$ cat config.mk
export PLATFORM = sky130hd
export DESIGN_NAME = agusec_unit
export DESIGN_NICKNAME = d
export VERILOG_FILES = /design/src/hdl/agusec_pkg.sv /design/src/hdl/agusec_check_upper.sv /design/src/hdl/agusec_range.sv /design/src/hdl/agusec_shift8.sv /design/src/hdl/agusec_unit.sv /design/src/hdl/get_carry.sv
export SDC_FILE = /design/constraint.sdc
export NUM_CORES = 1
export LEC_CHECK = 0
export ABC_AREA = 1
export BUFFER_PORTS_ARGS = -buffer_cell sky130_fd_sc_hd__buf_4
export CAP_MARGIN = 0
export CORE_MARGIN = 8
export CORE_UTILIZATION = 54
export CTS_CLUSTER_DIAMETER = 40
export CTS_CLUSTER_SIZE = 30
export DETAILED_ROUTE_END_ITERATION = 8
export PLACE_DENSITY = 0.78
export SLEW_MARGIN = 25
export SYNTH_ARGS = -nofsm -noshare
export SYNTH_HDL_FRONTEND = slang
export SYNTH_SLANG_ARGS = --single-unit
$ cat constraint.sdc
create_clock -name clk -period 3.9 [get_ports clk]
set_input_delay 0.585 -clock clk [delete_from_list [all_inputs] [get_ports clk]]
set_output_delay 0.585 -clock clk [all_outputs]
set_load 0.01 [all_outputs]
$ cat src/hdl/agusec_pkg.sv
package agusec_pkg;

  // pointer layout, lsb and width of each field.
  // bits 3..0 pass through untouched.
  localparam int unsigned ptr_w = 64;

  localparam int unsigned ptr_addr_lsb = 4;
  localparam int unsigned ptr_addr_w = 40;

  localparam int unsigned ptr_exp_lsb = 44;
  localparam int unsigned ptr_exp_w = 5;

  localparam int unsigned ptr_low_lsb = 49;
  localparam int unsigned ptr_low_w = 7;

  localparam int unsigned ptr_hi_lsb = 56;
  localparam int unsigned ptr_hi_w = 7;

  localparam int unsigned ptr_on_low_bit = 63;

  localparam int unsigned window_w = 8; // address bits covered by the bounds.

  // fault vector bit positions.
  localparam int unsigned fault_ovf_bit = 0;
  localparam int unsigned fault_upper_bit = 1;
  localparam int unsigned fault_range_bit = 2;

  typedef logic [ptr_w-1:0]      ptr_t;
  typedef logic [ptr_addr_w-1:0] addr_t;
  typedef logic [ptr_exp_w-1:0]  exp_t;
  typedef logic [ptr_low_w-1:0]  bound_t;
  typedef logic [window_w-1:0]   window_t;
  typedef logic [2:0]            fault_t; // all zeros means good.

  typedef struct packed {
    ptr_t  ptr;
    addr_t offset;
  } agusec_req_t;

  typedef struct packed {
    ptr_t   ptr;
    fault_t fault;
  } agusec_resp_t;

endpackage

$ cat src/hdl/agusec_check_upper.sv
`timescale 1ns/1ps

// checks the address bits above the window.
// legal outcomes are the same block, or one block over when the bounds wrap.
module agusec_check_upper (
  input  agusec_pkg::ptr_t  ptr,
  input  agusec_pkg::addr_t new_addr,
  output logic              upper_ok,
  output logic              on_low_next,
  output logic              nhi_less
);

  localparam int AW = agusec_pkg::ptr_addr_w;

  agusec_pkg::exp_t   exp;
  agusec_pkg::bound_t low;
  agusec_pkg::bound_t hi;
  agusec_pkg::addr_t  old_addr;
  logic               on_low;
  logic               diff;
  logic [5:0]         base;

  agusec_pkg::addr_t msk;
  agusec_pkg::addr_t msk_lsb;
  agusec_pkg::addr_t flip;
  agusec_pkg::addr_t carry_up;
  agusec_pkg::addr_t carry_dn;
  agusec_pkg::addr_t up_bits;
  agusec_pkg::addr_t dn_bits;

  logic same;
  logic one_up;
  logic one_dn;
  logic pass_up;
  logic pass_dn;

  assign exp = ptr[agusec_pkg::ptr_exp_lsb +: agusec_pkg::ptr_exp_w];
  assign low = ptr[agusec_pkg::ptr_low_lsb +: agusec_pkg::ptr_low_w];
  assign hi = ptr[agusec_pkg::ptr_hi_lsb +: agusec_pkg::ptr_hi_w];
  assign old_addr = ptr[agusec_pkg::ptr_addr_lsb +: AW];
  assign on_low = ptr[agusec_pkg::ptr_on_low_bit];

  get_carry #(.WIDTH(7)) hi_cmp (
    .a    (hi),
    .b    (~low),
    .cin  (1'b1),
    .cout (nhi_less)   // hi >= low.
  );

  assign diff = ~nhi_less;

  // first bit above the window; at most 39.
  assign base = {1'b0, exp} + 6'd8;

  genvar i;
  generate
    for (i = 0; i < AW; i = i + 1)
    begin : g_msk
      assign msk[i] = 6'(i) >= base;
      assign msk_lsb[i] = 6'(i) == base;
    end
  endgenerate

  assign flip = old_addr ^ new_addr;

  // adding one at the block lsb flips bit i only if bit i-1 flipped
  // and carried. subtracting works the same with a borrow.
  assign carry_up = {flip[AW-2:0] & old_addr[AW-2:0], 1'b0};
  assign carry_dn = {flip[AW-2:0] & ~old_addr[AW-2:0], 1'b0};

  // bits below the block are don't care.
  assign up_bits = ~msk | ~(flip ^ (msk_lsb | carry_up));
  assign dn_bits = ~msk | ~(flip ^ (msk_lsb | carry_dn));

  assign same = ~|(flip & msk);

  // carry or borrow out of bit 39 means the block wrapped, not a legal move.
  assign one_up = &up_bits & ~(flip[AW-1] & old_addr[AW-1]);
  assign one_dn = &dn_bits & ~(flip[AW-1] & ~old_addr[AW-1]);

  assign pass_up = diff & on_low & one_up;
  assign pass_dn = diff & ~on_low & one_dn;

  assign upper_ok = same | pass_up | pass_dn;

  // a crossing always lands in the other block.
  assign on_low_next = on_low ^ (pass_up | pass_dn);

endmodule

$ cat src/hdl/agusec_range.sv
`timescale 1ns/1ps

module agusec_range (
  input  agusec_pkg::ptr_t ptr,
  input  logic             diff,
  output logic             range_ok
);

  agusec_pkg::window_t bits;
  agusec_pkg::window_t low8;
  agusec_pkg::window_t high8;
  logic on_low;
  logic ge_low;
  logic le_high;
  logic lo_bypass;
  logic hi_bypass;

  agusec_shift8 win_sh (
    .exp  (ptr[agusec_pkg::ptr_exp_lsb +: agusec_pkg::ptr_exp_w]),
    .addr (ptr[agusec_pkg::ptr_addr_lsb +: agusec_pkg::ptr_addr_w]),
    .bits (bits)
  );

  // bounds are 7 bits, expanded to the window width.
  assign low8 = {ptr[agusec_pkg::ptr_low_lsb +: agusec_pkg::ptr_low_w], 1'b0};
  assign high8 = {ptr[agusec_pkg::ptr_hi_lsb +: agusec_pkg::ptr_hi_w], 1'b1};

  assign on_low = ptr[agusec_pkg::ptr_on_low_bit];

  get_carry #(.WIDTH(8)) low_cmp (
    .a    (bits),
    .b    (~low8),
    .cin  (1'b1),
    .cout (ge_low)     // bits >= low8.
  );

  get_carry #(.WIDTH(8)) high_cmp (
    .a    (high8),
    .b    (~bits),
    .cin  (1'b1),
    .cout (le_high)    // bits <= high8.
  );

  // wrapped bounds, only one side applies in each block.
  assign lo_bypass = diff & ~on_low;
  assign hi_bypass = diff & on_low;

  assign range_ok = (ge_low | lo_bypass) & (le_high | hi_bypass);

endmodule

$ cat src/hdl/agusec_shift8.sv
`timescale 1ns/1ps

module agusec_shift8 (
  input  agusec_pkg::exp_t    exp,
  input  agusec_pkg::addr_t   addr,
  output agusec_pkg::window_t bits
);

  agusec_pkg::addr_t sh1;
  agusec_pkg::addr_t sh2;
  agusec_pkg::addr_t sh4;
  agusec_pkg::addr_t sh8;
  agusec_pkg::addr_t sh16;

  // one level per exponent bit, smallest step first.
  assign sh1 = exp[0] ? (addr >> 1) : addr;
  assign sh2 = exp[1] ? (sh1 >> 2) : sh1;
  assign sh4 = exp[2] ? (sh2 >> 4) : sh2;
  assign sh8 = exp[3] ? (sh4 >> 8) : sh4;
  assign sh16 = exp[4] ? (sh8 >> 16) : sh8;

  // exp tops out at 31, so bit 38 is the highest one ever reached.
  assign bits = sh16[agusec_pkg::window_w-1:0];

endmodule

$ cat src/hdl/agusec_unit.sv
`timescale 1ns/1ps

module agusec_unit (
  input  logic                     clk,
  input  logic                     rst,
  input  logic                     req_valid,
  input  agusec_pkg::agusec_req_t  req,
  output logic                     resp_valid,
  output agusec_pkg::agusec_resp_t resp
);

  localparam int AW = agusec_pkg::ptr_addr_w;

  agusec_pkg::addr_t  req_addr;
  logic [AW:0]        sum;

  logic               s1_valid;
  agusec_pkg::ptr_t   s1_ptr;
  logic [AW:0]        s1_sum;     // top bit is the overflow.

  agusec_pkg::addr_t  new_addr;
  agusec_pkg::ptr_t   new_ptr;
  agusec_pkg::fault_t fault;
  logic               upper_ok;
  logic               on_low_next;
  logic               nhi_less;
  logic               range_ok;

  // stage 1, the add.
  assign req_addr = req.ptr[agusec_pkg::ptr_addr_lsb +: AW];
  assign sum = {1'b0, req_addr} + {1'b0, req.offset};

  always_ff @(posedge clk)
  begin
    if (rst)
    begin
      s1_valid <= 1'b0;
    end
    else
    begin
      s1_valid <= req_valid;
    end
  end

  always_ff @(posedge clk)
  begin
    if (req_valid)
    begin
      s1_ptr <= req.ptr;
      s1_sum <= sum;
    end
  end

  // stage 2, the checks.
  assign new_addr = s1_sum[AW-1:0];

  agusec_check_upper upper_chk (
    .ptr         (s1_ptr),
    .new_addr    (new_addr),
    .upper_ok    (upper_ok),
    .on_low_next (on_low_next),
    .nhi_less    (nhi_less)
  );

  always_comb
  begin
    new_ptr = s1_ptr;
    new_ptr[agusec_pkg::ptr_addr_lsb +: AW] = new_addr;
    new_ptr[agusec_pkg::ptr_on_low_bit] = on_low_next;
  end

  // range check sees the candidate pointer in its new block.
  agusec_range range_chk (
    .ptr      (new_ptr),
    .diff     (~nhi_less),
    .range_ok (range_ok)
  );

  always_comb
  begin
    fault = '0;
    fault[agusec_pkg::fault_ovf_bit] = s1_sum[AW];
    fault[agusec_pkg::fault_upper_bit] = ~upper_ok;
    fault[agusec_pkg::fault_range_bit] = ~range_ok;
  end

  // response register; pointer goes out even when faulted.
  always_ff @(posedge clk)
  begin
    if (rst)
    begin
      resp_valid <= 1'b0;
      resp.fault <= '0;
    end
    else
    begin
      resp_valid <= s1_valid;
      if (s1_valid)
      begin
        resp.ptr <= new_ptr;
        resp.fault <= fault;
      end
    end
  end

endmodule

$ cat src/hdl/get_carry.sv
`timescale 1ns/1ps

// carry out of a + b + cin.
// with b inverted and cin set this gives a >= b.
module get_carry #(
  parameter int WIDTH = 8
) (
  input  logic [WIDTH-1:0] a,
  input  logic [WIDTH-1:0] b,
  input  logic             cin,
  output logic             cout
);

  // slot 0 holds the carry in, slots 1..WIDTH the operand bits.
  localparam int N = WIDTH + 1;
  localparam int LEVELS = $clog2(N);

  logic [N-1:0] g [0:LEVELS];
  logic [N-1:0] p [0:LEVELS];

  assign g[0] = {a & b, cin};
  assign p[0] = {a ^ b, 1'b0}; // cin slot never propagates.

  // kogge-stone style prefix levels.
  // span doubles per level; bits shifted in as zero are already final.
  genvar lv;
  generate
    for (lv = 0; lv < LEVELS; lv = lv + 1)
    begin : g_level
      localparam int D = 1 << lv;

      assign g[lv+1] = g[lv] | (p[lv] & (g[lv] << D));
      assign p[lv+1] = p[lv] & (p[lv] << D);
    end
  endgenerate

  assign cout = g[LEVELS][N-1]; // group generate over all slots.

endmodule
==> impl_metrics.csv <==
group,metric,value,unit
outcome,outcome,"completed",
synthesis,yosysWarnings,0,
setup_path,cp-start-kind,"register",
setup_path,path_class,"reg -> reg",
min_path,min_path_cells,1,
clocking,cts_root_buf,"clkbuf_16",
synthesis,synth_edf_count,169,
synthesis,syn_inst,1666,
setup_path,worstRegToRegCells,18,
synthesis,async_reset_ff_share,0,%
timing,slew_violations,0,
grt,grt_pass1_wl,64000,um
timing,period_minus_slack,3.62,ns
clocking,cts.repair.resized,0,
timing,max_clock_freq,276,MHz
floorplanning,fp.dieH,172,um
timing,setup_viol,0,
route,drt_iter0_markers,1135,
clocking,htreeDepth,4,
clocking,clock_path_buffers,2,
timing,fin_tns_setup,0,ns
synthesis,synth.distinct_cells,54,
grt,antenna_found_initial,1,
min_path,hp-start,"req[96]",
timing,hold_ws,0.324,ns
grt,grt_overflow,0,
timing,relSlewSlack,44.4,%
clocking,clkSinkCount,174,
setup_path,cp.required,4.28,ns
power,total_power,0.00630,W
route,drc,0,
grt,grt_pass1_vias,11800,
flow_run,maxCapViolations,0,
setup_path,reg2reg_from,"s1_ptr[44]",
synthesis,syn_area,13200,um^2
clocking,clk_latency,0.44,ns
timing,period_share,92.8,%
place,routabilityCongestion,0.984,
synthesis,synth_area_per_cell,7.94,um^2
route,top_layer,"met5",
power,ir_drop,240,uV
timing,skew,0.0139,ns
clocking,cts_hold_buf,0,
setup_path,setup.worst_path.start,"s1_ptr[44]",
synthesis,synthXorXnorAreaFrac,2.98,%
floorplanning,core-area,24200,um^2
setup_path,cp.arrival,3.99,ns
cells_and_area,fin_nets,2111,
setup_path,crit_chain,"buf_12 > o21ai_0 > o21ai_0 > o22ai_1 > nor2_1 > a32oi_1 > ha_1 > o21a_1 > o21a_1 > o21ai_0 > nand2_1 > a21oi_1 > nor2_1 > a211oi_1 > nand2_1 > nand3_1 > nand2_1 > inv_1",
setup_path,slowest_delay,0.52,ns
power,p_leak,7.62,nW
route,wl_per_cell,19.4,um
power,power.density,403,nW/um^2
grt,grt_usage,28.4,%
route,wl_met3,3190,um
timing,tightest_slew,0.833,ns
grt,grt_max_degree,81,
route,vias_per_cell,5.58,
cells_and_area,antenna_cells,0,
setup_path,end_kind,"register",
synthesis,yosys.area_share.adder,14.1,%
clocking,tritoncts,"done",
synthesis,synth_ff_type,"edfxtp_1",
route,drtAntennaViolNets,0,
clocking,clk_pin_slew,0.07,ns
floorplanning,ios,175,
floorplanning,die-area,29700,um^2
route,routed-wl-met2,20200,um
timing,finalHoldViolations,0,
clocking,post-cts-setup-buffers,0,
setup_path,rrSetupSlack,0.28,ns
floorplanning,dieWidth,172,um
clocking,numCtsBuffers,17,
synthesis,ys_ff_latch,174,
floorplanning,initial_core_util,54.7,%
route,wl_met1,18100,um
cells_and_area,area_growth_syn_to_layout,18.2,%
synthesis,synth_compound_area_share,11.2,%
synthesis,synth_mux_area_share,0.530,%
setup_path,critPathMaxFanout,80,
cells_and_area,drive_above_1_share,13.5,%
route,postRouteWirelength,42600,um
route,drtPass1Iterations,6,
cells_and_area,nFillCells,2043,
synthesis,syn-num-nets,1921,
min_path,min_path_type,"in -> reg",
route,vias,12200,
synthesis,synth-simple-area-share,23.1,%
place,place_hpwl,33900,um
setup_path,critPathSlowestCell,"o21ai_0",
timing,rsz0062_at_grt,"no",
synthesis,synth.yosys.seq_area_share,39.1,%
floorplanning,rows,57,
synthesis,synth_top_family_by_area,"simple AND/OR/NAND/NOR gates",
cells_and_area,final_util,64.6,%
setup_path,rr_endpoint,"resp[2]",
min_path,holdPathEnd,"s1_ptr[56]",
place,io_buffers,174,
## worst max path at each step
stage / end / cells after the start / slack, ns
finish: resp[2] / 18 / 0.28
global route: resp[2] / 19 / 0.006
CTS: resp[2] / 18 / 0.27
detailed placement: resp[2] / 18 / 0.31
global placement: resp[2] / 18 / 0.37
floorplan: resp[10] / 1 / 0.16
## metrics by stage
step | instance area [um^2] | worst slack [ns] | cells
6_report | 15600 | 0.283 | 2193
5_1_grt | 15600 | 0.00606 | 2193
4_1_cts | 15600 | 0.269 | 2192
3_5_place_dp | 15000 | 0.312 | 2160
3_3_place_gp | 15000 | 0.373 | 2160
2_1_floorplan | 13200 | 0.160 | 1666
## flip-flops by register name (all words and copies together) (netlist names)
signal / cells
resp: 67
resp_valid: 1
s1_valid: 1
s1_sum: 41
s1_ptr: 64
## power by group
part | internal (W) | switching, W
clock | 0.000962 | 0.000807
combinational | 0.000771 | 0.00133
sequential | 0.00227 | 0.000154
## Yosys cell counts (all sizes together), types with 2 or more instances
cell type | n | area share, %
nand2 | 397 | 11
inv | 278 | 7.9
nand3 | 171 | 6.5
edfxtp | 169 | 38
ha | 147 | 14
nor2 | 125 | 3.7
o21ai | 101 | 3.9
a21oi | 80 | 3.1
xor2 | 26 | 1.7
xnor2 | 19 | 1.3
buf | 17 | 0.71
a31oi | 13 | 0.62
nand4 | 13 | 0.62
nor3 | 12 | 0.45
clkbuf | 11 | 0.31
o21a | 11 | 0.62
o22ai | 10 | 0.47
mux2i | 7 | 0.53
or2 | 7 | 0.33
a21o | 5 | 0.28
dfxtp | 5 | 0.76
o21bai | 5 | 0.31
a211oi | 4 | 0.23
o2111ai | 4 | 0.26
o221ai | 4 | 0.26
a21boi | 3 | 0.17
o211ai | 3 | 0.17
a221oi | 2 | 0.13
a32oi | 2 | 0.13
nor4 | 2 | 0.095
o311ai | 2 | 0.13
## cells by family (layout without fill, tap and decap cells)
family                   count (synthesis)  in the layout
AND/OR/NAND/NOR                        729            729
buffers and inverters                  307            510
AO/OA/AOI/OAI                          256            256
flip-flops                             174            174
adder cells (fa/ha/maj)                148            148
XOR/XNOR                                45             45
multiplexers                             7              7
## layout make-up
cell class	instances	area, um^2	area share (%)
clock buffer	19	433	2.77
clock inverter	13	155	0.993
inverter	279	1050	6.72
multi-input combinational	1185	6870	43.9
sequential	174	5170	33.1
tap	324	405	2.59
timing repair buffer	199	1540	9.88
## layer usage
metal	track usage [%]	up-vias
met4	8.40	2
li1	-	5940
met5	0	-
met2	48.0	517
met3	5.23	69
met1	36.4	5706
## cell usage in the layout (no fill, tap or decap), drive strengths merged, types with 2 or more instances in the layout
cell type / count
nand4: 13
o211ai: 3
nor2: 125
clkinvlp: 4
or2: 7
buf: 199
o2111ai: 4
a21o: 5
a21boi: 3
inv: 283
clkinv: 3
clkbuf: 19
a221oi: 2
ha: 147
a32oi: 2
o311ai: 2
xnor2: 19
o22ai: 10
dfxtp: 5
a31oi: 13
xor2: 26
nand2: 397
o221ai: 4
bufinv: 2
a211oi: 4
a21oi: 80
nor4: 2
nand3: 171
edfxtp: 169
o21a: 11
o21ai: 101
nor3: 12
o21bai: 5
mux2i: 7
## worst max-delay path: cells and delay by family (launching register included)
family                   cells  cell delay [ns]
AO/OA/AOI/OAI                9             2.08
AND/OR/NAND/NOR              6             0.44
flip-flops                   1             0.42
adder cells (fa/ha/maj)      1             0.29
buffers and inverters        2             0.24
(Power assumes the default switching activity.)
